$ cat config.mk
export PLATFORM = sky130hd
export DESIGN_NAME = neuronNode
export DESIGN_NICKNAME = d
export VERILOG_FILES = /design/src/verilog/nnWeightsPkg.sv /design/src/verilog/nnTypesPkg.sv /design/src/verilog/neuronNode.sv
export SDC_FILE = /design/constraint.sdc
export NUM_CORES = 2
export LEC_CHECK = 0
export ABC_AREA = 1
export BUFFER_PORTS_ARGS = -buffer_cell sky130_fd_sc_hd__buf_2
export CAP_MARGIN = 15
export CORE_AREA = 2 2 264 188
export CTS_CLUSTER_DIAMETER = 60
export CTS_CLUSTER_SIZE = 12
export DETAILED_ROUTE_END_ITERATION = 8
export DIE_AREA = 0 0 266 190
export PLACE_DENSITY = 0.78
export SYNTH_ARGS = -nofsm -noshare
export SYNTH_HDL_FRONTEND = slang
export SYNTH_SLANG_ARGS = --single-unit
$ cat constraint.sdc
create_clock -name clk -period 11.5 [get_ports clk]
set_input_delay 2.875 -clock clk [delete_from_list [all_inputs] [get_ports clk]]
set_output_delay 2.875 -clock clk [all_outputs]
set_load 0.01 [all_outputs]
$ cat src/verilog/nnWeightsPkg.sv
`default_nettype none

package nnWeightsPkg;

	localparam int NumInputs = 30;
	localparam int NumNodes = 8;

	// one edge for the sum register and one for the activation register.
	localparam int NodeLatency = 2;

	// row n holds the weights of node n, column i multiplies input i.
	localparam logic signed [7:0] LayerWeights [NumNodes][NumInputs] = '{
		'{  3, -17,  25,   8,  -4,  30, -12,   1,  19, -27,   6,  14,  -9,  22,  -1,
		   11, -30,   5,  17,  -6,  28, -15,   2,   9, -21,  13,  -3,  26,  -8,   4},
		'{-22,   7,  16, -11,  29,   0,  -5,  18, -26,  10,   3, -14,  21,  -2,  27,
		   -7,  12, -19,  24,   1, -31,   8,  15, -10,  20,  -4,   6, -23,  31, -13},
		'{ 14,   2,  -8,  27, -16,   9,  23,  -3,   5, -29,  18,  11,  -6,   0,  20,
		  -25,   4,  13,  -1,  30,  -9,  16, -18,   7,  22, -12,  26,   3, -15,  10},
		'{ -5,  24,  11, -20,   6, -13,  31,  15,  -7,   2, -28,  19,   8, -17,  12,
		   25,  -3, -10,  21,   5,  14, -24,   0,  28,  -6,   9, -19,  17,   1, -11},
		'{ 19,  -9,  -2,  13,  26, -21,   4, -14,  30,   7,  -1, -25,  16,  10, -30,
		    3,  22,   8, -12, -18,  11,  29,  -5, -16,   2,  24,  -8, -27,  15,   6},
		'{  0,  12, -24,   5, -10,  17, -29,  21,   2,  14,  25,  -7, -18,  31,   8,
		  -13,   1,  27,  -4,   9, -20,   3,  18, -26,  11,  -2,  23,   6,  -9, -17},
		'{-28,  15,   6,  -3,  20,  10, -11,  27, -18,   4,  13,   1,  29, -22,  -6,
		   18,   9, -14,   2, -27,   7,  21,  -1,  12,  -8,  30, -16,   5,  24, -19},
		'{  8, -26,  18,  23,  -7,  -2,  14, -19,  11,  28, -12,   5, -31,   3,  16,
		   -4,  26, -22,  10,  12, -15,  -6,  31,   4, -24,  19,   7, -11, -20,   9}
	};

	// biases are on the same scale as the products, so 64 is one output step.
	localparam logic signed [15:0] LayerBias [NumNodes] = '{
		0,
		96,
		-48,
		160,
		-200,
		32,
		64,
		-16
	};

endpackage

`default_nettype wire
$ cat src/verilog/nnTypesPkg.sv
`default_nettype none

package nnTypesPkg;

	// one input activation and one weight, both signed bytes.
	typedef logic signed [7:0] actIn;
	typedef logic signed [7:0] weightT;

	// the product of an activation and a weight always fits in 16 bits.
	typedef logic signed [15:0] productT;

	// thirty products plus the bias need no more than 23 bits.
	typedef logic signed [22:0] accumT;

	// a node activation after rectification, 0 to ActMax.
	typedef logic [7:0] actOut;

	typedef logic [$clog2(nnWeightsPkg::NumNodes)-1:0] classIdx;

	// fraction bits dropped when the sum is brought back to activation scale.
	localparam int FracShift = 6;
	localparam actOut ActMax = 8'd127;

	typedef struct packed {
		actIn [nnWeightsPkg::NumInputs-1:0] act;
	} inputVector;

	typedef struct packed {
		actOut [nnWeightsPkg::NumNodes-1:0] acts;
		classIdx winner;
		actOut peak;
	} layerResult;

endpackage

`default_nettype wire

$ cat src/verilog/neuronNode.sv
`timescale 1ns/1ps
`default_nettype none

module neuronNode #(
	parameter int NodeIndex = 0
) (
	input wire logic clk,
	input wire logic reset,
	input wire nnTypesPkg::inputVector sample,
	output nnTypesPkg::actOut act
);

	localparam int ActBits = $bits(nnTypesPkg::actOut);
	localparam int AccBits = $bits(nnTypesPkg::accumT);

	// lowest bit that must be clear for the sum to fit the output range.
	localparam int UpperLsb = nnTypesPkg::FracShift + ActBits - 1;

	nnTypesPkg::productT products [nnWeightsPkg::NumInputs];
	nnTypesPkg::accumT sumNext;
	nnTypesPkg::accumT sum;

	// negative sums are rectified to zero, large ones saturate, and the
	// rest are rounded half up on the dropped fraction bits.
	function automatic nnTypesPkg::actOut requantize(input nnTypesPkg::accumT value);
		logic [ActBits:0] rounded;
		rounded = value[nnTypesPkg::FracShift +: ActBits]
			+ value[nnTypesPkg::FracShift-1];
		if (value[AccBits-1])
		begin
			return '0;
		end
		if (value[AccBits-2:UpperLsb] != '0)
		begin
			return nnTypesPkg::ActMax;
		end
		// a carry out of the rounding can still reach 128.
		if (rounded > nnTypesPkg::ActMax)
		begin
			return nnTypesPkg::ActMax;
		end
		return rounded[ActBits-1:0];
	endfunction

	always_comb
	begin
		for (int i = 0; i < nnWeightsPkg::NumInputs; i++)
		begin
			products[i] = nnTypesPkg::productT'($signed(sample.act[i]))
				* nnTypesPkg::productT'(nnWeightsPkg::LayerWeights[NodeIndex][i]);
		end
	end

	always_comb
	begin
		sumNext = nnTypesPkg::accumT'(nnWeightsPkg::LayerBias[NodeIndex]);
		for (int i = 0; i < nnWeightsPkg::NumInputs; i++)
		begin
			sumNext = sumNext + nnTypesPkg::accumT'(products[i]);
		end
	end

	// the sum and the activation each take one edge.
	always_ff @(posedge clk)
	begin
		if (reset)
		begin
			sum <= '0;
			act <= '0;
		end
		else
		begin
			sum <= sumNext;
			act <= requantize(sum);
		end
	end

	actInRange: assert property (
		@(posedge clk) disable iff (reset)
		act <= nnTypesPkg::ActMax
	);

endmodule

`default_nettype wire

==> flow_summary.ini <==
[outcome]
outcome = completed

[routing]
ant_nets = 0
finalWirelength_um = 68200
dr.pass1.iters = 5
wire_per_inst_um = 17.6
drtIter0Drc = 1259
avgViaCountPerCell = 5.02
vias = 19500
drc_errors = 0

[timing]
relSlewSlack_pct = 57.1
finalCritPeriodShare_pct = 99.3
period_minus_slack_ns = 11.42
final-hold-violation-count = 0
finalMaxSlewViolations = 0
rsz0062_at_grt = yes
fmax_ghz = 0.0876
fin_skew_ns = 0.00265
worstMarginPinSlew_ns = 0.641
finalSetupViolations = 0

[place]
gp_congestion = 0.985
post-dp-hpwl_um = 62100
io_buffers = 249

[cells_and_area]
final_util_pct = 65.5
areaGrowthSynthToFinish_pct = 15.2
layout_commonest_cell = inv_1
final_nets = 4641
drive_gt1_share_pct = 18.7
final_cell_mix = 1,019 x inv_1, 649 x fa_1, 456 x ha_1

[worst_setup_path]
worstPathArrival_ns = 11.62
crit-reg2reg-launch = sum[5]
path_class = input pin to register
crit_required_ns = 11.70
slowest_delay_ns = 0.60
critPathSlowestCell = fa_2
start_kind = input pin
r2r_setup_slack_ns = 9.46
endpoint_kind = register
r2r-end = act[6]
crit_path_max_fanout = 4
cp_common_cell = inv_2
reg2reg_depth = 10

[logic_synthesis]
syn_avg_cell_area_um2 = 9.64
synth-seq-area-share_pct = 1.90
ys_seq_elements = 26
synth-edff-count = 0
synthCells = 2848
synthFlopType = dfxtp_1
synth_cell_types = 43
syn_nets = 4252
synth-async-reset-ratio_pct = 0
yosysWarnings = 0
syn-cell-area_um2 = 27500

[clock_tree]
clkTransAtPathRegs_ns = 0.07
htreeDepth = 1
insertion_delay_ns = 0.26
cts_tree = built
clock_path_buffers = 2
cts_buffers = 3
cts.sinks = 26
clockRootBuffer = clkbuf_16

[job]
drv_cap = 0

[die]
core_area_um2 = 48300
dieArea_um2 = 50500
die_h_um = 190
pin_count = 250
die_w_um = 266
row_count = 68
start_util_pct = 56.8

[grt]
grt_pass1_vias = 20800
grt_max_degree = 17
antenna_found_initial = 7
grtUsageTotal_pct = 28.0
grt_pass1_wl_um = 109000
grt_overflow = 0

[worst_hold_path]
worstHoldPathCells = 3
hold_class = register to register
min-delay-start = sum[22]
holdPathEnd = act[2]
[worst max-delay path, delay by kind of cell]
family,cells,cell delay (ns)
xor gates and xnor gates,1,0.18
adders and majority gates,15,6.50
buffers and inverters,13,0.87
and+or+nand+nor,13,1.17
[kinds of logic after synthesis]
kind of cell | after synthesis | synth area share, %
adder cells (fa/ha/maj) | 1162 | 71.2
XOR/XNOR | 118 | 3.86
buffers and inverters | 1053 | 14.4
AO/OA/AOI/OAI | 159 | 3.24
other | 1 | 0.0137
AND/OR/NAND/NOR | 328 | 5.30
multiplexers | 1 | 0.0410
flip-flops | 26 | 1.90
[cell usage after synthesis, types with 12 or more instances]
cell type,n,area (um2)
a21oi_1,84,420
dfxtp_1,26,521
fa_1,670,13400
ha_1,492,6160
inv_1,1049,3940
nand2_1,151,567
nand3_1,44,220
nand4_1,12,75.1
nor2_1,78,293
o21ai_0,34,170
xnor2_1,56,490
xor2_1,60,526
[state kept, by name, summed over array words and instances, names as in the netlist]
name	cells
act	8
sum	18
[timing repair]
action                                  in CTS  in global routing
hold endpoints to repair                     0                  0
buffers inserted                             2                 11
hold buffers                                 0                  0
pin swaps                                   25                140
endpoints found under the setup margin      13                 15
gates resized for setup                     37                192
[worst max path at each step]
stage | cells past startpoint | startpoint | end | slack, ns
floorplan | 39 | sample[221] | sum[21] | 0.02
global placement | 39 | sample[222] | sum[19] | -0.43
detailed placement | 40 | sample[222] | sum[21] | -0.55
CTS | 42 | sample[222] | sum[21] | -0.005
global route | 42 | sample[219] | sum[21] | -0.22
finish | 42 | sample[219] | sum[21] | 0.08
[per-stage QoR]
step                      hold WS, ns  setup WS, ns  instances  area (um2)  setup TNS (ns)
final                           0.576        0.0842       3872       31600               0
after global routing            0.617        -0.220       3872       31600           -1.40
after CTS                       0.593      -0.00483       3856       30700        -0.00483
after detailed placement        0.582        -0.549       3850       30400           -5.54
after global placement          0.580        -0.427       3850       30400           -3.46
after floorplan                 0.495        0.0226       2848       27500               0
[layer usage]
layer	track usage, %	wire length (um)	up-vias
met4	5.42	1390	0
met5	0	0	-
met3	5.14	5060	93
met1	40.7	29700	9763
met2	44.4	32000	573
li1	-	-	9023
[cell type report]
type                       count  area, um2
tap                          630        788
inverter                    1051       3960
timing repair buffer         386       2310
antenna                        6       15.0
sequential                    26        520
fill                        3694      16700
clock buffer                   4       88.8
multi-input combinational   1769      24000
Power is not shown: default switching activity piles up to over one toggle a cycle in this logic, so the estimate is an artifact.
