[src/verilog/nnWeightsPkg.sv]
`default_nettype none

package nnWeightsPkg;

	localparam int NumInputs = 30;
	localparam int NumNodes = 8;

	// one edge for the sum register and one for the activation register.
	localparam int NodeLatency = 2;

	// row n holds the weights of node n, column i multiplies input i.
	localparam logic signed [7:0] LayerWeights [NumNodes][NumInputs] = '{
		'{  3, -17,  25,   8,  -4,  30, -12,   1,  19, -27,   6,  14,  -9,  22,  -1,
		   11, -30,   5,  17,  -6,  28, -15,   2,   9, -21,  13,  -3,  26,  -8,   4},
		'{-22,   7,  16, -11,  29,   0,  -5,  18, -26,  10,   3, -14,  21,  -2,  27,
		   -7,  12, -19,  24,   1, -31,   8,  15, -10,  20,  -4,   6, -23,  31, -13},
		'{ 14,   2,  -8,  27, -16,   9,  23,  -3,   5, -29,  18,  11,  -6,   0,  20,
		  -25,   4,  13,  -1,  30,  -9,  16, -18,   7,  22, -12,  26,   3, -15,  10},
		'{ -5,  24,  11, -20,   6, -13,  31,  15,  -7,   2, -28,  19,   8, -17,  12,
		   25,  -3, -10,  21,   5,  14, -24,   0,  28,  -6,   9, -19,  17,   1, -11},
		'{ 19,  -9,  -2,  13,  26, -21,   4, -14,  30,   7,  -1, -25,  16,  10, -30,
		    3,  22,   8, -12, -18,  11,  29,  -5, -16,   2,  24,  -8, -27,  15,   6},
		'{  0,  12, -24,   5, -10,  17, -29,  21,   2,  14,  25,  -7, -18,  31,   8,
		  -13,   1,  27,  -4,   9, -20,   3,  18, -26,  11,  -2,  23,   6,  -9, -17},
		'{-28,  15,   6,  -3,  20,  10, -11,  27, -18,   4,  13,   1,  29, -22,  -6,
		   18,   9, -14,   2, -27,   7,  21,  -1,  12,  -8,  30, -16,   5,  24, -19},
		'{  8, -26,  18,  23,  -7,  -2,  14, -19,  11,  28, -12,   5, -31,   3,  16,
		   -4,  26, -22,  10,  12, -15,  -6,  31,   4, -24,  19,   7, -11, -20,   9}
	};

	// biases are on the same scale as the products, so 64 is one output step.
	localparam logic signed [15:0] LayerBias [NumNodes] = '{
		0,
		96,
		-48,
		160,
		-200,
		32,
		64,
		-16
	};

endpackage

`default_nettype wire
[src/verilog/nnTypesPkg.sv]
`default_nettype none

package nnTypesPkg;

	// one input activation and one weight, both signed bytes.
	typedef logic signed [7:0] actIn;
	typedef logic signed [7:0] weightT;

	// the product of an activation and a weight always fits in 16 bits.
	typedef logic signed [15:0] productT;

	// thirty products plus the bias need no more than 23 bits.
	typedef logic signed [22:0] accumT;

	// a node activation after rectification, 0 to ActMax.
	typedef logic [7:0] actOut;

	typedef logic [$clog2(nnWeightsPkg::NumNodes)-1:0] classIdx;

	// fraction bits dropped when the sum is brought back to activation scale.
	localparam int FracShift = 6;
	localparam actOut ActMax = 8'd127;

	typedef struct packed {
		actIn [nnWeightsPkg::NumInputs-1:0] act;
	} inputVector;

	typedef struct packed {
		actOut [nnWeightsPkg::NumNodes-1:0] acts;
		classIdx winner;
		actOut peak;
	} layerResult;

endpackage

`default_nettype wire

[src/verilog/sampleLatch.sv]
`timescale 1ns/1ps
`default_nettype none

module sampleLatch (
	input wire logic clk,
	input wire logic reset,
	input wire logic inValid,
	input wire nnTypesPkg::inputVector inSample,
	output logic issuedValid,
	output nnTypesPkg::inputVector issuedSample
);

	// the sample is only loaded on a strobe, so the nodes see stable
	// operands while the input side is idle.
	always_ff @(posedge clk)
	begin
		if (reset)
		begin
			issuedValid <= 1'b0;
			issuedSample <= '0;
		end
		else
		begin
			issuedValid <= inValid;
			if (inValid)
			begin
				issuedSample <= inSample;
			end
		end
	end

	// every issue strobe must come from a strobe one cycle earlier.
	issueFollowsInput: assert property (
		@(posedge clk) disable iff (reset)
		issuedValid |-> $past(inValid)
	);

endmodule

`default_nettype wire

[config.mk]
export PLATFORM = sky130hd
export DESIGN_NAME = sampleLatch
export DESIGN_NICKNAME = d
export VERILOG_FILES = /design/src/verilog/nnWeightsPkg.sv /design/src/verilog/nnTypesPkg.sv /design/src/verilog/sampleLatch.sv
export SDC_FILE = /design/constraint.sdc
export NUM_CORES = 1
export LEC_CHECK = 0
export ABC_CLOCK_PERIOD_IN_PS = 3300
export BUFFER_PORTS_ARGS = -buffer_cell sky130_fd_sc_hd__clkbuf_2
export CORE_AREA = 5 5 188 190
export CTS_CLUSTER_DIAMETER = 40
export DETAILED_ROUTE_END_ITERATION = 10
export DIE_AREA = 0 0 193 195
export PLACE_DENSITY = 0.5
export SYNTH_ARGS = -nofsm -noshare
export SYNTH_HDL_FRONTEND = slang
export SYNTH_SLANG_ARGS = --single-unit
[constraint.sdc]
create_clock -name clk -period 3.3 [get_ports clk]
set_clock_uncertainty 0.1 [all_clocks]
set_input_delay 0.66 -clock clk [delete_from_list [all_inputs] [get_ports clk]]
set_output_delay 0.66 -clock clk [all_outputs]
set_load 0.005 [all_outputs]
==> results.toml, run 1 <==
[setup_path]
cp_num_cells = 1
path_buf_inv = 1
slowest_delay_ps = 390
worstPathArrival_ps = 1040
reg2reg_from = "issuedSample[53]"
crit_type = "register to output port"
crit_chain = "clkbuf_2"
timing.rr.end = "issuedSample[53]"
path_max_fanout = 2
path_delay_family = "flip-flops"
cp_data_required_time_ps = 2540
critPathCaptureType = "output port"
crit_path_start_kind = "register"
worst-r2r-cell-count = 2
slowest_stage = "dfxtp_1"
ff2ff_setup_slack_ps = 2550

[power]
power-per-cell-area_mw_per_mm2 = 631
p_int_uw = 6050
leakage_uw = 0.00664
peakVddDrop_v = 0.000418
sw_frac_of_total_pct = 23.8
p_switching_uw = 1880
power_frac_comb_pct = 9.6
clkPwrFrac_pct = 50.3
p_seq_share_pct = 40.1

[timing]
fin_ws_ps = 1500
min_period_ps = 1800
fin_crit_sh_pct = 54.6
rsz0062_at_grt = "false"
tns_ps = 0
tightest_slew_ps = 490
maxSlewViolCount = 0
hold_viol_final = 0
setup_viol = 0
relSlewSlack_pct = 67.4
max_freq_mhz = 555

[synth]
ys_seq_elements = 241
ys_seq_area_share_pct = 56.5
ys_warn_count = 0
synth_top_cells_by_count = "dfxtp_1 (241), mux2i_1 (240), nor2_1 (240), buf_6 (19), clkbuf_1 (13)"
syn-cell-area_sq_mm = 0.00854
post-synth-top-count-cell = "dfxtp_1"
synth_top_cell_by_area = "dfxtp_1"
synthCells = 776
synth.area.top_cells = "dfxtp_1 (56%), mux2i_1 (28%), nor2_1 (11%)"
synth_edf_count = 0
syn_nets = 1019
async_reset_ff_share_pct = 0
synth.avg_cell_area_sq_um = 11.0
synth.distinct_cells = 10
synth_top_area_share_pct = 56.5
synth_flop_cell = "dfxtp_1"

[clocking]
htree_num_levels = 2
ctsHoldBuffers = 0
clock-root-buffer = "clkbuf_16"
clock_latency_ps = 510
cts_buffers = 40
path_clk_slew_ps = 50
clockBufferDepth = 3
post_cts_buffers = 0
cts_sinks = 241
cts_tree = "yes"
cts.repair.resized = 0

[detailed_routing]
wl_per_cell_um = 15.6
vias = 7066
initialDrtViolationCount = 170
dr.pass1.iters = 4
drt.antenna.violating_nets = 0
drc = 0
viasPerCell = 4.07
wl_um = 27100

[layout]
nets = 1503
drive_gt1_share_pct = 43.7
insertedDiodeCount = 0
area_growth_pct = 47.3

[hold_path]
hold_path_end = "issuedSample[67]"
hold_class = "input port to register"
hold_path_depth = 3
min_from = "inSample[67]"

[global_route]
grt_pass1_wl_um = 40800
track_usage_pct = 13.5
grt_overflow = 0
grt_pass1_vias = 7145
antenna_found_initial = 0
grt_max_degree = 70

[die]
dieArea_sq_mm = 0.0376
die_h_um = 195
die_w_um = 193
rows = 67
io_pins = 484
core_area_sq_mm = 0.0333
start_util_pct = 25.7

[place]
dpl.hpwl_um = 20400
pre_cts_ws_ps = 1220
port_buffers = 483
gp_congestion = 0.787

[outcome]
status = "finished, final reports clean"

[flow_run]
max_cap_viol_count = 0
==> logic make-up after synthesis <==
kind of cell           synth area share [%]
flip-flops                             56.5
buffers and inverters                  4.75
AND/OR/NAND/NOR                        10.6
multiplexers                           28.1
==> per-layer routing <==
metal,up-vias,GRT usage [%],share of wire [%]
met5,-,0,0
met4,0,4.96,2.9
met3,54,4.57,8.8
met2,264,23.3,50
met1,3205,15.5,39
li1,3543,-,-
==> placed cells by master (no fill, tap or decap) <==
cell and instances:
dfxtp_1 241, clkbuf_1 2, clkinv_2 4, buf_8 1, clkbuf_2 481, buf_6 1
nor2b_1 1, nor2_1 240, inv_6 2, clkinv_4 5, buf_12 4, bufinv_16 2
clkbuf_16 41, buf_4 9, mux2i_1 240, clkbuf_8 6, clkinvlp_4 6
==> metrics by stage <==
step	power (uW)	instance area (sq um)	hold slack, ps	utilization, %	cells
2_1_floorplan	3620	8540	385	-	776
3_3_place_gp	4010	11300	371	33.9	1666
3_5_place_dp	4020	11300	378	33.9	1666
4_1_cts	8070	12600	247	37.8	1734
5_1_grt	8310	12600	267	37.8	1734
6_report	7930	12600	281	37.8	1734
==> area by class of cell <==
class                   count  area [sq um]
well taps                 448           561
clock inverters            19           186
flip-flops and latches    241          4820
multi-input cells         481          3310
repair buffers            496          2580
fillers                  3473         20700
clock buffers              49          1120
==> power by group through the flow <==
stage | sequential [uW] | combinational, uW | clock, uW
floorplan | 3250 | 373 | 0
global placement | 3240 | 771 | 0
detailed placement | 3240 | 778 | 0
CTS | 3180 | 780 | 4110
global route | 3200 | 845 | 4260
finish | 3180 | 761 | 3990
==> sequential cells by signal, summed over array words and instances (netlist names) <==
signal and cells:
issuedSample 240, issuedValid 1
==> worst max path at each step <==
stage                       from           endpoint  slack, ps
2_1_floorplan            inValid  issuedSample[104]       1760
3_3_place_gp             inValid   issuedSample[17]       1240
3_5_place_dp             inValid   issuedSample[46]       1220
4_1_cts        issuedSample[237]  issuedSample[237]       1470
5_1_grt         issuedSample[53]   issuedSample[53]       1450
6_report        issuedSample[53]   issuedSample[53]       1500
No activity file was read; power rests on OpenSTA's default activity.
==> inputs of run 2 (changes only) <==
--- a/config.mk
+++ b/config.mk
@@ -5,13 +5,13 @@
 export SDC_FILE = /design/constraint.sdc
 export NUM_CORES = 1
 export LEC_CHECK = 0
-export ABC_CLOCK_PERIOD_IN_PS = 3300
+export ABC_CLOCK_PERIOD_IN_PS = 1500
 export BUFFER_PORTS_ARGS = -buffer_cell sky130_fd_sc_hd__clkbuf_2
-export CORE_AREA = 5 5 188 190
+export CORE_AREA = 5 5 186 188
 export CTS_CLUSTER_DIAMETER = 40
 export DETAILED_ROUTE_END_ITERATION = 10
-export DIE_AREA = 0 0 193 195
-export PLACE_DENSITY = 0.5
+export DIE_AREA = 0 0 191 193
+export PLACE_DENSITY = 0.53
 export SYNTH_ARGS = -nofsm -noshare
 export SYNTH_HDL_FRONTEND = slang
 export SYNTH_SLANG_ARGS = --single-unit
==> constraint.sdc (replaced) <==
create_clock -name clk -period 1.5 [get_ports clk]
set_clock_uncertainty 0.1 [all_clocks]
set_input_delay 0.3 -clock clk [delete_from_list [all_inputs] [get_ports clk]]
set_output_delay 0.3 -clock clk [all_outputs]
set_load 0.005 [all_outputs]
==> run 2 against run 1 <==
  * Hold slack got worse by 260 ps
  * Final cell count increased by 16%
  * Cell area increased by 23%
  * Sequential power increased by 120%
  * Non-clock buffer count increased by 273
  * Register-to-register slack got worse by 1800 ps
  * Wire length increased by 12%
  * First-iteration DRC count increased by 31%
  * Sequential share of layout area decreased by 7.1 points
  * Critical path depth unchanged
  * Die area decreased by 2.1%
  * Count of clock-buffer cells in the layout decreased by 1
  * Critical path type unchanged
  * Largest power group unchanged
  * Highest routed layer unchanged
==> results.toml, run 2 (synthesis results as in run 1) <==
[detailed_routing]
wl_um = 30400
vias = 8229
initialDrtViolationCount = 223
drc = 0
dr.pass1.iters = 4
drt.antenna.violating_nets = 0
wl_per_cell_um = 15.1
viasPerCell = 4.09

[layout]
postLayoutCellArea_sq_mm = 0.0154
final_util_pct = 46.9
drive_gt1_share_pct = 38.4
layout_commonest_cell = "clkbuf_2"
area_growth_pct = 80.9
reg_top3 = "issuedSample x240, issuedValid x1"
final_cell_mix = "clkbuf_2 (481), mux2i_1 (240), nor2_1 (240), dfxtp_1 (240), dlygate4sd3_1 (239)"
largest-register = "issuedSample"
largest_reg_flops = 240
nets = 1776

[timing]
tightest_slew_ps = 409
holdWs_ps = 20.0
tns_ps = 0
hold_viol_final = 0
maxSlewViolCount = 0
setup_viol = 0
max_freq_mhz = 697
relSlewSlack_pct = 72.7
fin_crit_sh_pct = 95.6
rsz0062_at_grt = "false"
min_period_ps = 1430

[clocking]
htree_num_levels = 2
path_clk_slew_ps = 60
clock-root-buffer = "clkbuf_16"
cts_sinks = 241
clock_latency_ps = 500
cts_buffers = 40
clockBufferDepth = 3
cts_tree = "yes"

[global_route]
busiest_layer = "met2"
grt_pass1_wl_um = 46600
use_met3_pct = 4.50
antenna_found_initial = 1
met1_usage_pct = 17.1
use_met2_pct = 28.1
grt_overflow = 0
grt_max_degree = 35
track_usage_pct = 15.5
grt_pass1_vias = 8919

[power]
p_total_uw = 18600
leakage_uw = 0.00789
peakVddDrop_v = 0.000705
power-per-cell-area_mw_per_mm2 = 1200

[hold_path]
min_from = "inSample[6]"
hold_class = "input port to register"
hold_path_end = "issuedSample[6]"
hold_path_depth = 3

[outcome]
status = "finished, final reports clean"

[die]
die_h_um = 193
start_util_pct = 25.9
die_w_um = 191
dieArea_sq_mm = 0.0369
io_pins = 484
core_area_sq_mm = 0.0329
rows = 67

[flow_run]
max_cap_viol_count = 0

[place]
dpl.hpwl_um = 20900
place_area_sq_mm = 0.0117
gp_congestion = 0.785
port_buffers = 483

[setup_path]
worstPathArrival_ps = 1030
crit_type = "register to output port"
worst-r2r-cell-count = 2
timing.rr.end = "issuedSample[1]"
ff2ff_setup_slack_ps = 710
crit_path_start_kind = "register"
cp_data_required_time_ps = 1100
path_buf_inv = 1
critPathCaptureType = "output port"
slowest_delay_ps = 380
slowest_stage = "dfxtp_1"
path_delay_family = "flip-flops"
crit_chain = "clkbuf_2"
reg2reg_from = "issuedSample[1]"
path_max_fanout = 2
## run 2: changes by cell type in the layout (fill, tap and decap cells not counted), sizes merged
cell         previous run  this run
clkinv                  9        11
buf                    15        49
bufinv                  2         4
diode                   0         1
dlygate4sd3             0       239
inv                     2         3
clkbuf                530       529
## run 2: how the worst max path moves through the flow
stage,start,endpoint,slack (ps),cells after the start
floorplan,inValid,issuedSample[112],320,5
global placement,inValid,issuedSample[239],180,5
detailed placement,inValid,issuedSample[239],180,5
CTS,issuedSample[239],issuedSample[239],30,1
global route,issuedSample[137],issuedSample[137],2,1
finish,issuedSample[137],issuedSample[137],70,1
## run 2: what timing repair did
item | CTS | global route
hold buffers | 239 | 0
hold endpoints to repair | 239 | 0
gates resized for setup | 0 | 1
setup buffers | 0 | 0
setup endpoints to repair | 0 | 1
## run 2: routing by layer
metal	part of all wire [%]	routed length [um]	vias to the layer above
li1	-	-	4091
met1	38	11700	3757
met2	51	15400	310
met3	7.4	2240	71
met4	3.5	1070	0
met5	0	0	-
## run 2: area by class of cell
type	instances	area, sq um
antenna	1	2.50
clock buffer	48	1090
clock inverter	24	267
fill	3060	17500
tap	448	561
sequential	241	4830
timing repair buffer	769	5390
multi-input combinational	481	3310
## run 2: where the power goes
group          switching [uW]  internal (uW)
combinational             969           1380
sequential                209           6800
clock                    3280           5930
## run 2: per-stage QoR
stage | worst slack (ps) | instances
6_report | 66.2 | 2012
5_1_grt | 1.56 | 2012
4_1_cts | 28.9 | 2011
3_5_place_dp | 178 | 1700
3_3_place_gp | 179 | 1700
2_1_floorplan | 316 | 776
==> inputs of run 3 (changes only) <==
--- a/config.mk
+++ b/config.mk
@@ -7,11 +7,13 @@
 export LEC_CHECK = 0
 export ABC_CLOCK_PERIOD_IN_PS = 1500
 export BUFFER_PORTS_ARGS = -buffer_cell sky130_fd_sc_hd__clkbuf_2
-export CORE_AREA = 5 5 186 188
+export CORE_AREA = 5 5 184 186
+export CTS_BUF_LIST = sky130_fd_sc_hd__clkbuf_4 sky130_fd_sc_hd__clkbuf_8
 export CTS_CLUSTER_DIAMETER = 40
 export DETAILED_ROUTE_END_ITERATION = 10
-export DIE_AREA = 0 0 191 193
-export PLACE_DENSITY = 0.53
+export DIE_AREA = 0 0 189 191
+export PLACE_DENSITY = 0.54
+export SLEW_MARGIN = 40
 export SYNTH_ARGS = -nofsm -noshare
 export SYNTH_HDL_FRONTEND = slang
 export SYNTH_SLANG_ARGS = --single-unit
==> run 3 against run 2 <==
  * Critical path depth is the same
  * Non-clock buffer count shrank 1
  * Via count grew 0.24%
  * Register-to-register slack lost 490 ps
  * Cell area shrank 2.3%
  * Largest power group is now registers
==> results.toml, run 3 (synthesis results as in run 1) <==
[outcome]
status = "finished, final reports clean"

[setup_path]
slowest_delay_ps = 360
path_buf_inv = 1
worst-r2r-cell-count = 3
critPathCaptureType = "output port"
slowest_stage = "dfxtp_2"
ff2ff_setup_slack_ps = 220
crit_type = "register to output port"
timing.rr.end = "issuedSample[87]"
path_delay_family = "flip-flops"
worstPathArrival_ps = 1050
crit_path_start_kind = "register"
crit_chain = "buf_2"
path_max_fanout = 2
reg2reg_from = "issuedSample[87]"
cp_data_required_time_ps = 1100

[hold_path]
hold_class = "input port to register"
hold_path_depth = 3
min_from = "inValid"
hold_path_end = "issuedSample[71]"

[layout]
largest_reg_flops = 240
area_growth_pct = 76.7
n_fill_cell = 2983
drive_gt1_share_pct = 39.1
nets = 1780
final_util_pct = 47.0
layout_commonest_cell = "clkbuf_2"
final_cell_mix = "clkbuf_2 (476), dlygate4sd3_1 (247), mux2i_1 (240), nor2_1 (240), dfxtp_1 (229)"
largest-register = "issuedSample"
reg_top3 = "issuedSample x240, issuedValid x1"
final_cells = 1980

[global_route]
antenna_found_initial = 0
track_usage_pct = 16.1
grt_pass1_vias = 8917
grt_pass1_wl_um = 47200
grt_max_degree = 74
grt_overflow = 0

[power]
leakage_uw = 0.00777
power_frac_comb_pct = 14.9
clkPwrFrac_pct = 41.3
sw_frac_of_total_pct = 24.8
power-per-cell-area_mw_per_mm2 = 1060
p_int_uw = 12000
p_total_uw = 16000
p_switching_uw = 3980
p_seq_share_pct = 43.8
peakVddDrop_v = 0.000650

[clocking]
cts_buffers = 45
htree_num_levels = 2
cts_tree = "yes"
path_clk_slew_ps = 60
clockBufferDepth = 3
clock-root-buffer = "clkbuf_8"
cts_sinks = 241
clock_latency_ps = 540

[place]
pre_cts_ws_ps = 135
port_buffers = 483
dpl.hpwl_um = 21200
gp_congestion = 0.800
placed_cells = 1651

[detailed_routing]
vias = 8249
wl_um = 31000
wl_per_cell_um = 15.6
drc = 0
viasPerCell = 4.17
initialDrtViolationCount = 199
dr.pass1.iters = 4
drt.antenna.violating_nets = 0

[timing]
min_period_ps = 1450
max_freq_mhz = 691
hold_viol_final = 0
maxSlewViolCount = 0
fin_crit_sh_pct = 96.4
tns_ps = 0
relSlewSlack_pct = 77.5
fin_ws_ps = 53.4
tightest_slew_ps = 338
setup_viol = 0

[die]
start_util_pct = 26.6
rows = 66
core_area_sq_mm = 0.0321
dieArea_sq_mm = 0.0361
io_pins = 484
die_h_um = 191
die_w_um = 189

[flow_run]
max_cap_viol_count = 0
run 3: power by group through the flow:
stage	combinational, uW	sequential (uW)	clock (uW)
floorplan	820	7140	0
finish	2390	7010	6620
global placement	1830	7120	0
global route	2590	7050	7130
CTS	2380	7000	6830
detailed placement	1840	7130	0
run 3: area by class of cell:
class	count	area, sq um	share of cell area [%]
clock buffers	72	910	6.03
multi-input cells	481	3310	21.9
repair buffers	768	5460	36.2
flip-flops and latches	241	4840	32.1
clock inverters	9	57.6	0.381
diodes	1	2.50	0.0166
well taps	408	510	3.38
run 3: metrics by stage:
stage	instance area, sq um	hold slack [ps]
finish	15100	65.8
global route	15100	54.4
CTS	15100	23.9
detailed placement	11600	382
global placement	11600	372
floorplan	8540	347
run 3: repair_timing:
item,CTS,global route
gates cloned,0,0
hold endpoints to repair,240,0
hold buffers,247,0
setup endpoints to repair,9,6
resized for setup,9,8
setup buffers,0,0
run 3: worst max path at each step:
stage	start	end	slack [ps]	cells after the start
finish	issuedSample[155]	issuedSample[155]	50	1
global route	issuedSample[106]	issuedSample[106]	-0.8	1
global placement	inValid	issuedSample[50]	160	5
CTS	issuedSample[155]	issuedSample[155]	-8	1
floorplan	inValid	issuedSample[112]	320	5
detailed placement	inValid	issuedSample[149]	140	5
run 3: metal layers:
| layer | up-vias | wire, um | track usage, % |
|---|---|---|---|
| met5 | - | 0 | 0 |
| met4 | 0 | 1160 | 7.29 |
| met3 | 80 | 2250 | 4.75 |
| met2 | 333 | 15600 | 29.0 |
| met1 | 3724 | 12000 | 17.5 |
| li1 | 4112 | - | - |
