===== src/verilog/nnWeightsPkg.sv =====
`default_nettype none

package nnWeightsPkg;

	localparam int NumInputs = 30;
	localparam int NumNodes = 8;

	// one edge for the sum register and one for the activation register.
	localparam int NodeLatency = 2;

	// row n holds the weights of node n, column i multiplies input i.
	localparam logic signed [7:0] LayerWeights [NumNodes][NumInputs] = '{
		'{  3, -17,  25,   8,  -4,  30, -12,   1,  19, -27,   6,  14,  -9,  22,  -1,
		   11, -30,   5,  17,  -6,  28, -15,   2,   9, -21,  13,  -3,  26,  -8,   4},
		'{-22,   7,  16, -11,  29,   0,  -5,  18, -26,  10,   3, -14,  21,  -2,  27,
		   -7,  12, -19,  24,   1, -31,   8,  15, -10,  20,  -4,   6, -23,  31, -13},
		'{ 14,   2,  -8,  27, -16,   9,  23,  -3,   5, -29,  18,  11,  -6,   0,  20,
		  -25,   4,  13,  -1,  30,  -9,  16, -18,   7,  22, -12,  26,   3, -15,  10},
		'{ -5,  24,  11, -20,   6, -13,  31,  15,  -7,   2, -28,  19,   8, -17,  12,
		   25,  -3, -10,  21,   5,  14, -24,   0,  28,  -6,   9, -19,  17,   1, -11},
		'{ 19,  -9,  -2,  13,  26, -21,   4, -14,  30,   7,  -1, -25,  16,  10, -30,
		    3,  22,   8, -12, -18,  11,  29,  -5, -16,   2,  24,  -8, -27,  15,   6},
		'{  0,  12, -24,   5, -10,  17, -29,  21,   2,  14,  25,  -7, -18,  31,   8,
		  -13,   1,  27,  -4,   9, -20,   3,  18, -26,  11,  -2,  23,   6,  -9, -17},
		'{-28,  15,   6,  -3,  20,  10, -11,  27, -18,   4,  13,   1,  29, -22,  -6,
		   18,   9, -14,   2, -27,   7,  21,  -1,  12,  -8,  30, -16,   5,  24, -19},
		'{  8, -26,  18,  23,  -7,  -2,  14, -19,  11,  28, -12,   5, -31,   3,  16,
		   -4,  26, -22,  10,  12, -15,  -6,  31,   4, -24,  19,   7, -11, -20,   9}
	};

	// biases are on the same scale as the products, so 64 is one output step.
	localparam logic signed [15:0] LayerBias [NumNodes] = '{
		0,
		96,
		-48,
		160,
		-200,
		32,
		64,
		-16
	};

endpackage

`default_nettype wire

===== src/verilog/nnTypesPkg.sv =====
`default_nettype none

package nnTypesPkg;

	// one input activation and one weight, both signed bytes.
	typedef logic signed [7:0] actIn;
	typedef logic signed [7:0] weightT;

	// the product of an activation and a weight always fits in 16 bits.
	typedef logic signed [15:0] productT;

	// thirty products plus the bias need no more than 23 bits.
	typedef logic signed [22:0] accumT;

	// a node activation after rectification, 0 to ActMax.
	typedef logic [7:0] actOut;

	typedef logic [$clog2(nnWeightsPkg::NumNodes)-1:0] classIdx;

	// fraction bits dropped when the sum is brought back to activation scale.
	localparam int FracShift = 6;
	localparam actOut ActMax = 8'd127;

	typedef struct packed {
		actIn [nnWeightsPkg::NumInputs-1:0] act;
	} inputVector;

	typedef struct packed {
		actOut [nnWeightsPkg::NumNodes-1:0] acts;
		classIdx winner;
		actOut peak;
	} layerResult;

endpackage

`default_nettype wire


===== src/verilog/argmaxSelect.sv =====
`timescale 1ns/1ps
`default_nettype none

module argmaxSelect (
	input wire logic clk,
	input wire logic reset,
	input wire logic issuedValid,
	input wire nnTypesPkg::actOut [nnWeightsPkg::NumNodes-1:0] nodeActs,
	output logic outValid,
	output nnTypesPkg::layerResult result
);

	localparam int Stages = nnWeightsPkg::NodeLatency;

	logic [Stages-1:0] validPipe;
	logic alignedValid;
	nnTypesPkg::classIdx bestIdx;
	nnTypesPkg::actOut bestAct;

	// the strobe travels alongside the node pipeline.
	always_ff @(posedge clk)
	begin
		if (reset)
		begin
			validPipe <= '0;
		end
		else
		begin
			validPipe <= {validPipe[Stages-2:0], issuedValid};
		end
	end

	assign alignedValid = validPipe[Stages-1];

	// only a strictly larger value takes over, so ties keep the lower index.
	always_comb
	begin
		bestIdx = '0;
		bestAct = nodeActs[0];
		for (int n = 1; n < nnWeightsPkg::NumNodes; n++)
		begin
			if (nodeActs[n] > bestAct)
			begin
				bestIdx = nnTypesPkg::classIdx'(n);
				bestAct = nodeActs[n];
			end
		end
	end

	always_ff @(posedge clk)
	begin
		if (reset)
		begin
			outValid <= 1'b0;
			result <= '0;
		end
		else
		begin
			outValid <= alignedValid;
			if (alignedValid)
			begin
				result.acts <= nodeActs;
				result.winner <= bestIdx;
				result.peak <= bestAct;
			end
		end
	end

	outValidKnown: assert property (
		@(posedge clk) disable iff (reset)
		!$isunknown(outValid)
	);

endmodule

`default_nettype wire


===== config.mk =====
export PLATFORM = sky130hd
export DESIGN_NAME = argmaxSelect
export DESIGN_NICKNAME = d
export VERILOG_FILES = /design/src/verilog/nnWeightsPkg.sv /design/src/verilog/nnTypesPkg.sv /design/src/verilog/argmaxSelect.sv
export SDC_FILE = /design/constraint.sdc
export NUM_CORES = 1
export LEC_CHECK = 0
export ABC_AREA = 1
export BUFFER_PORTS_ARGS = -buffer_cell sky130_fd_sc_hd__buf_2
export CAP_MARGIN = 40
export CORE_UTILIZATION = 45
export DETAILED_ROUTE_END_ITERATION = 8
export PLACE_DENSITY_LB_ADDON = 0.3
export SLEW_MARGIN = 30
export SYNTH_ARGS = -nofsm -noshare
export SYNTH_HDL_FRONTEND = slang
export SYNTH_SLANG_ARGS = --single-unit

===== constraint.sdc =====
create_clock -name clk -period 15.3 [get_ports clk]
set_input_delay 1.53 -clock clk [delete_from_list [all_inputs] [get_ports clk]]
set_output_delay 1.53 -clock clk [all_outputs]
set_load 0.005 [all_outputs]

==> flow_summary.toml, run 1 <==
[global_route]
grt_pass1_vias = 4736
grt_pass1_wl_mm = 22.1
grtUsageTotal_pct = 25.2
grt_max_degree = 57
antenna_found_initial = 0
grt-ovfl-total = 0

[critical_path]
crit_arrival_ns = 11.52
worstPathBufferInverterCount = 7
slowest_delay_ns = 0.74
rr_endpoint = "result[10]"
reg2reg_slack_ns = 13.06
worstSetupPathType = "input port to flop"
endpoint_kind = "flop"
path_max_fanout = 18
crit_family = "simple AND/OR/NAND/NOR gates"
critical_path_required_ns = 15.57
rr_worst_depth = 6
slowest_stage = "o41ai_2"
cpMostUsedCell = "nand2_1"
cp-start-kind = "input port"
r2r_start = "validPipe[1]"

[clocking]
cts_made_buffers = 9
clk_latency_ns = 0.37
clock_sinks = 78
post_cts_buffers = 0
cts_tree = "yes"
cts_root_buf = "clkbuf_8"
cts_resized = 0
cts-hold-fix-buffers = 0
cts_buffer_depth = 2
cts.clk_slew.worst_paths_ns = 0.09
cts.htree.levels = 3

[sta]
finClkSkew_ns = 0.00892
drv_slew = 0
hold-worst-slack_ns = 0.398
worst_slew_pin_slew_ns = 0.770
hold_viol = 0
period_share_pct = 73.5
rsz0062_at_grt = "false"
max-slew-margin-rel_pct = 48.1
period_minus_slack_ns = 11.25
setup_viol = 0
fin_setup_tns_ns = 0
fmax_ghz = 0.0889
setup_ws_ns = 4.05

[synth]
synth_top_family_by_area = "simple AND/OR/NAND/NOR gates"
synth_nets = 801
synth-main-ff-cell = "dfxtp_1"
synth-simple-area-share_pct = 28.8
ys_ff_latch = 78
ys.warnings.count = 0
synthMuxAreaShare_pct = 0
synth_xor_area_share_pct = 0
async_flop_share_pct = 0
synthCells = 682
syn_area_per_cell_um2 = 6.99
synth_compound_area_share_pct = 17.9
synth.distinct_cells = 31
synthAdderAreaFrac_pct = 13.6
yosysSeqAreaShare_pct = 32.7
synth_edf_count = 0
synth_area_um2 = 4770

[die]
die_height_um = 105
ios = 143
die_area_um2 = 11000
start_util_pct = 46.4
rows = 37
core_um2 = 10300
die_x_um = 105

[placement]
routabilityCongestion = 0.900
placed_cells = 935
dp_hpwl_mm = 10.4
io_buffers = 142
post-place-ws_ns = 3.80

[outcome]
status = "finished clean"

[finish]
num-nets-final = 929
finish.utilization_pct = 56.1
antennaDiodeCount = 0
drive_above_1_share_pct = 23.8
final_common_cell = "buf_2"
area_delta_synth_final_pct = 20.9
instances_no_fill = 951
final_cell_mix = "buf_2, nand2_1, o21ai_0, nor2_1, dfxtp_1"
num-fill-cells = 1010

[job]
cap_violations = 0

[pwr]
p_leak_nw = 3.12
power_density_nw_per_um2 = 160
peakVddDrop_v = 0.0000716

[hold_path]
hold_path_class = "flop to flop"
min_from = "validPipe[0]"
holdPathStages = 2
min_to = "validPipe[1]"

[routing]
dr.pass1.iters = 5
wl_mm = 13.4
drc = 0
vias = 4937
viasPerCell = 5.19
drt_iter0_drc = 220
wl_per_cell_um = 14.1
antenna_left = 0
[worst min-delay path, cell delays in order, from the launching register on]
cell     delay (ns)
dfxtp_1        0.30
inv_1          0.04
nor2_1         0.03
[area by class of cell]
class	instances	area [µm²]	share of cell area, %
tap	136	170	2.95
multi-input combinational	518	2890	50.1
timing repair buffer	145	733	12.7
clock inverter	7	72.6	1.26
clock buffer	9	124	2.15
sequential	78	1560	27.1
inverter	58	218	3.78
[cell usage after synthesis (9+ instances only)]
cell / instances / share of area [%]
ha_1: 52 / 14
nand4_1: 9 / 1.2
nand2_1: 138 / 11
a21oi_1: 51 / 5.4
o21ai_0: 91 / 9.6
clkbuf_1: 23 / 1.8
nor2_1: 82 / 6.5
nand2_2: 15 / 2.0
dfxtp_1: 78 / 33
inv_1: 55 / 4.3
nand3_1: 40 / 4.2
[state kept, by name, indices dropped and copies added, names as in the netlist]
signal	flops
validPipe	2
result	75
outValid	1
[per-stage QoR]
stage	area, µm²	power, W
floorplan	4770	0.000626
global placement	5560	0.000734
detailed placement	5570	0.000762
CTS	5770	0.000927
global route	5770	0.00102
finish	5770	0.000925
[worst max path at each step]
stage / startpoint / end / slack [ns] / cells after the start
after floorplan: nodeActs[7] / result[10] / 4.65 / 61
after global placement: nodeActs[3] / result[10] / 3.82 / 59
after detailed placement: nodeActs[1] / result[10] / 3.80 / 59
after CTS: nodeActs[1] / result[10] / 4.17 / 59
after global routing: nodeActs[1] / result[10] / 2.98 / 59
final: nodeActs[1] / result[10] / 4.05 / 59
[report_power, final]
part	total (W)	leakage, nW	internal (W)	switching (W)
combinational	0.000533	2.39	0.000198	0.000336
sequential	0.000230	0.639	0.000221	0.00000916
clock	0.000162	0.0956	0.0000756	0.0000862
[cells by family (layout without fill, tap and decap cells)]
logic type | count (synthesis) | after routing
simple gates | 305 | 305
compound gates | 161 | 161
buf+inv | 86 | 219
flops | 78 | 78
fa+ha+maj | 52 | 52
[routing by layer]
layer / up-vias / global-route usage (%) / wire [µm]
met1: 2215 / 30.3 / 5810
met3: 28 / 5.93 / 842
met4: 0 / 9.36 / 290
met2: 165 / 43.4 / 6450
li1: 2529 / - / -
met5: - / 0 / 0
No activity file was read; power rests on OpenSTA's default activity.
==> run 2, diff against run 1 <==
==> constraint.sdc (replaced) <==
create_clock -name clk -period 10.7 [get_ports clk]
set_input_delay 1.07 -clock clk [delete_from_list [all_inputs] [get_ports clk]]
set_output_delay 1.07 -clock clk [all_outputs]
set_load 0.005 [all_outputs]
==> run 2 against run 1 <==
Combinational power rose by 54%; total power rose by 46%; sequential share of layout area shrank 0.076 points; hold slack gained 0.0077 ns; final cell count grew 0.32%; routed wire length is 0.89% lower; non-clock buffer count is 4 higher; flip-flop and latch count is the same; clock power up 22%; worst setup slack worse by 3.2 ns.
==> flow_summary.toml, run 2 (same netlist as run 1, synthesis figures left out) <==
[finish]
finish.utilization_pct = 56.3
antennaDiodeCount = 0
regArea_um2 = 1560
drive_above_1_share_pct = 24.3
num-nets-final = 933
area_delta_synth_final_pct = 21.3
num-fill-cells = 1013
largest-register = "result"
final_common_cell = "buf_2"
final_cell_mix = "buf_2, nand2_1, o21ai_0, nor2_1, dfxtp_1"
top_regs = "result x75, validPipe x2, outValid x1"
largest_register_ffs = 75
multi_input_area_um2 = 2910

[placement]
routabilityCongestion = 0.900
io_buffers = 142
dp_hpwl_mm = 10.3

[die]
die_height_um = 105
start_util_pct = 46.4
die_area_um2 = 11000
die_x_um = 105
ios = 143
rows = 37
core_um2 = 10300

[pwr]
power_density_nw_per_um2 = 233
p_comb_share_pct = 61.0
p_int_w = 0.000724
p_leak_nw = 3.14
p_seq_share_pct = 24.4
p_sw_share_pct = 46.2
switchingPower_w = 0.000623
p_clk_share_pct = 14.6
peakVddDrop_v = 0.000113

[clocking]
cts_tree = "yes"
cts_made_buffers = 9
cts_buffer_depth = 2
cts.htree.levels = 3
cts.clk_slew.worst_paths_ns = 0.08
clock_sinks = 78
clk_latency_ns = 0.36
cts_root_buf = "clkbuf_8"

[critical_path]
cpMostUsedCell = "nand2_1"
slowest_stage = "o41ai_4"
critical_path_required_ns = 10.96
crit_arrival_ns = 10.07
endpoint_kind = "flop"
cp-start-kind = "input port"
worstSetupPathType = "input port to flop"
slowest_delay_ns = 0.50
path_max_fanout = 18

[outcome]
status = "finished clean"

[routing]
wl_mm = 13.3
dr.pass1.iters = 4
drt_iter0_drc = 193
wl_per_cell_um = 13.9
viasPerCell = 5.19
drc = 0
antenna_left = 0
vias = 4954

[sta]
hold_viol = 0
finClkSkew_ns = 0.00772
period_share_pct = 91.6
fmax_ghz = 0.102
fin_setup_tns_ns = 0
period_minus_slack_ns = 9.81
drv_slew = 0
max-slew-margin-rel_pct = 48.9
worst_slew_pin_slew_ns = 0.766
setup_viol = 0

[job]
cap_violations = 0

[global_route]
grt_pass1_vias = 4596
grt_pass1_wl_mm = 21.8
grt_max_degree = 57
grtUsageTotal_pct = 24.7
antenna_found_initial = 0
grt-ovfl-total = 0

[hold_path]
hold_path_class = "flop to flop"
==> run 2: cell count changes in the layout (fill, tap and decap cells not counted), sizes merged <==
cell / before / now
buf: 145 / 149
bufinv: 1 / 0
clkinv: 4 / 6
clkinvlp: 2 / 1
inv: 58 / 57
==> run 2: power groups by stage <==
stage | Combinational (W) | Clock, W | Sequential (W)
2_1_floorplan | 0.000558 | 0 | 0.000337
4_1_cts | 0.000761 | 0.000201 | 0.000329
3_3_place_gp | 0.000722 | 0 | 0.000335
6_report | 0.000822 | 0.000197 | 0.000328
3_5_place_dp | 0.000758 | 0 | 0.000335
5_1_grt | 0.000932 | 0.000212 | 0.000332
==> run 2: cell type report <==
class | count | share of cell area (%)
timing repair buffer | 149 | 13.2
clock inverter | 6 | 0.692
tap | 136 | 2.94
inverter | 58 | 3.76
multi-input combinational | 518 | 50.2
sequential | 78 | 27.0
clock buffer | 9 | 2.14
==> run 2: per-layer routing <==
metal | track usage, % | vias up | routed length [µm]
li1 | - | 2533 | -
met2 | 42.0 | 161 | 6310
met1 | 30.8 | 2240 | 5880
met4 | 8.75 | 0 | 209
met5 | 0 | - | 0
met3 | 5.18 | 20 | 879
==> run 2: critical path, delay by kind of cell <==
| kind | cells | cell delay [ns] |
|---|---|---|
| adder cells (fa/ha/maj) | 7 | 2.20 |
| AND/OR/NAND/NOR | 29 | 3.73 |
| buffers and inverters | 6 | 0.57 |
| AO/OA/AOI/OAI | 13 | 2.49 |
==> run 2: final timing paths <==
| kind | endpoint | slack [ns] | depth (start not counted) | startpoint |
|---|---|---|---|---|
| min | validPipe[1] | 0.41 | 2 | validPipe[0] |
| min reg2reg | validPipe[1] | 0.41 | 2 | validPipe[0] |
| max reg2reg | result[7] | 8.47 | 6 | validPipe[1] |
| max | result[10] | 0.89 | 55 | nodeActs[7] |
==> run 2: stage by stage <==
step                hold slack [ns]  instance area [µm²]  worst slack [ns]  std cells  power [W]
finish                        0.406                 5780             0.894        954    0.00135
global route                  0.438                 5780          -0.00843        954    0.00148
CTS                           0.408                 5740             0.295        951    0.00129
detailed placement            0.395                 5580           -0.0525        936    0.00109
global placement              0.390                 5570            -0.166        936    0.00106
floorplan                     0.388                 4770             0.506        682   0.000895
==> run 2: repair_timing <==
item / 4_1_cts / 5_1_grt
buffers inserted: 0 / 3
hold buffers: 0 / 0
resized for setup: 0 / 7
setup endpoints to repair: 0 / 11
==> run 3, diff against run 2 <==
--- a/config.mk
+++ b/config.mk
@@ -5,7 +5,6 @@
 export SDC_FILE = /design/constraint.sdc
 export NUM_CORES = 1
 export LEC_CHECK = 0
-export ABC_AREA = 1
 export BUFFER_PORTS_ARGS = -buffer_cell sky130_fd_sc_hd__buf_2
 export CAP_MARGIN = 40
 export CORE_UTILIZATION = 45
==> run 3 against run 2 <==
The run now ends with DRC, setup timing left; largest power group unchanged; flip-flop and latch count unchanged; first-iteration DRC count rose by 6.2%; critical path depth up 14; maximum frequency is 16% lower; core utilization grew 16 points; clock power rose by 18%; final cell count up 0.84%; worst setup slack got worse by 1.9 ns; die area increased by 4.9%; total power increased by 30%.
==> flow_summary.toml, run 3 <==
[outcome]
status = "finished with violations"
violations = "DRC, setup timing"

[synth]
syn_area_per_cell_um2 = 8.93
async_flop_share_pct = 0
synth_edf_count = 0
synth.distinct_cells = 55
synth_top_area_share_pct = 31.2
synth_top_family_by_area = "multiplexers"
synth_xor_area_share_pct = 0.350
yosysMostFrequentCell = "nor2_1"
yosysSeqAreaShare_pct = 31.2
synthCells = 561
synth_largest_area_cell = "dfxtp_1"
synth_area_um2 = 5010
synth_nets = 680
synthAdderAreaFrac_pct = 13.0
synthMuxAreaShare_pct = 19.8
synth-simple-area-share_pct = 14.8
synth-main-ff-cell = "dfxtp_1"
ys_ff_latch = 78
ys_top_cells_by_area = "dfxtp_1, mux2i_1, ha_1"
ys_top_cells_by_count = "nor2_1, mux2i_1, dfxtp_1"
ys.warnings.count = 0
synth_compound_area_share_pct = 16.0

[routing]
route.met2.wl_mm = 7.75
drt_iter0_drc = 205
dr.pass1.iters = 6
met3_length_um = 688
wl_met1_mm = 7.20
viasPerCell = 5.34
drc = 2
wl_mm = 16.0
top_layer = "met4"
wl_per_cell_um = 16.6
vias = 5141
antenna_left = 0

[clocking]
cts_buffer_depth = 2
cts.htree.levels = 3
clk_latency_ns = 0.37
cts.clk_slew.worst_paths_ns = 0.08
cts_root_buf = "clkbuf_8"
clock_sinks = 78
cts-hold-fix-buffers = 0
cts_made_buffers = 9
cts_tree = "yes"

[sta]
setup_ws_ns = -1.01
finClkSkew_ns = 0.00686
fmax_ghz = 0.0854
drv_slew = 0
rsz0062_at_grt = "true"
period_share_pct = 109
hold-worst-slack_ns = 0.441
hold_viol = 0
setup_viol = 11
max-slew-margin-rel_pct = 45.2
fin_setup_tns_ns = -10.38
worst_slew_pin_slew_ns = 0.822
period_minus_slack_ns = 11.71

[pwr]
finalPower_w = 0.00175
p_leak_nw = 3.69
power_density_nw_per_um2 = 224
peakVddDrop_v = 0.000137

[die]
die_area_um2 = 11600
rows = 38
ios = 143
die_height_um = 108
start_util_pct = 46.2
die_x_um = 108
core_um2 = 10800

[finish]
largest-register = "result"
antennaDiodeCount = 0
final_cell_mix = "buf_2, buf_4, nor2_1, dfxtp_1, mux2i_1"
drive_above_1_share_pct = 51.1
regArea_um2 = 1570
multi_input_area_um2 = 3990
num-fill-cells = 816
num-nets-final = 936
top_regs = "result x75, validPipe x2, outValid x1"
final_common_cell = "buf_2"
finish.utilization_pct = 72.1
area_delta_synth_final_pct = 56.1
largest_register_ffs = 75

[critical_path]
path_max_fanout = 8
critical_path_required_ns = 10.99
cp-start-kind = "input port"
crit_arrival_ns = 12.00
slowest_delay_ns = 0.35
endpoint_kind = "flop"
worstSetupPathType = "input port to flop"
cpMostUsedCell = "ha_4"
slowest_stage = "a211o_4"

[hold_path]
hold_path_class = "flop to flop"

[placement]
routabilityCongestion = 0.928
dp_hpwl_mm = 11.1
io_buffers = 142

[global_route]
grt_pass1_vias = 4909
grtUsageTotal_pct = 26.7
antenna_found_initial = 0
grt_max_degree = 79
grt-ovfl-total = 0
grt_pass1_wl_mm = 23.9

[job]
cap_violations = 0
-- run 3: changes by cell type in the layout (fill, tap and decap cells not counted), sizes merged, moves of 10 or more --
cell | before | now
nand2 | 158 | 22
o21ai | 91 | 22
a21o | 1 | 16
nand3 | 44 | 7
inv | 57 | 41
nor2b | 0 | 10
buf | 149 | 267
mux2 | 0 | 15
mux2i | 0 | 80
a21oi | 52 | 26
-- run 3: timing repair --
action,in CTS,in global routing
gates resized for setup,66,59
buffers inserted,19,14
cloned,1,2
pin swaps,47,43
setup endpoints to repair,11,11
-- run 3: cell type report --
type                    instances  area share, %
flip-flops and latches         78           20.0
repair buffers                267           22.0
clock buffers                  13           2.03
inverters                      41           2.06
well taps                     140           2.24
multi-input cells             420           51.0
clock inverters                 3          0.544
-- run 3: power breakdown --
group	leakage, nW	internal, W	switching (W)
clock	0.0996	0.000120	0.000111
sequential	0.636	0.000303	0.00000934
combinational	2.95	0.000643	0.000562
total	3.69	0.00107	0.000683
-- run 3: logic make-up after synthesis --
| kind of cell | after synthesis |
|---|---|
| simple gates | 161 |
| compound gates | 108 |
| mux | 95 |
| flops | 78 |
| buf+inv | 65 |
| fa+ha+maj | 52 |
| xor+xnor | 2 |
-- run 3: metrics by stage --
step | cells | setup WS [ns] | area, µm²
floorplan | 561 | -1.25 | 5290
global placement | 912 | -1.11 | 6750
detailed placement | 912 | -1.54 | 6750
CTS | 947 | -0.683 | 7430
global route | 962 | -1.53 | 7820
finish | 962 | -1.01 | 7820
-- run 3: final timing paths --
kind,start,endpoint,slack [ns],depth (start not counted)
setup reg to reg,validPipe[1],result[3],8.41,5
hold / removal,validPipe[0],validPipe[1],0.44,1
hold reg to reg,validPipe[0],validPipe[1],0.44,1
setup / recovery,nodeActs[3],result[3],-1.01,69
-- run 3: per-layer routing --
layer  global-route usage [%]  vias up
li1                         -     2501
met1                     33.7     2464
met3                     4.60       29
met4                     10.6        0
met5                        0        -
met2                     44.9      147
-- run 3: critical path: cells and delay by family --
family	cells	cell delay (ns)
AO/OA/AOI/OAI	31	4.70
adder cells (fa/ha/maj)	7	1.73
buffers and inverters	7	0.67
multiplexers	5	1.52
AND/OR/NAND/NOR	19	2.28
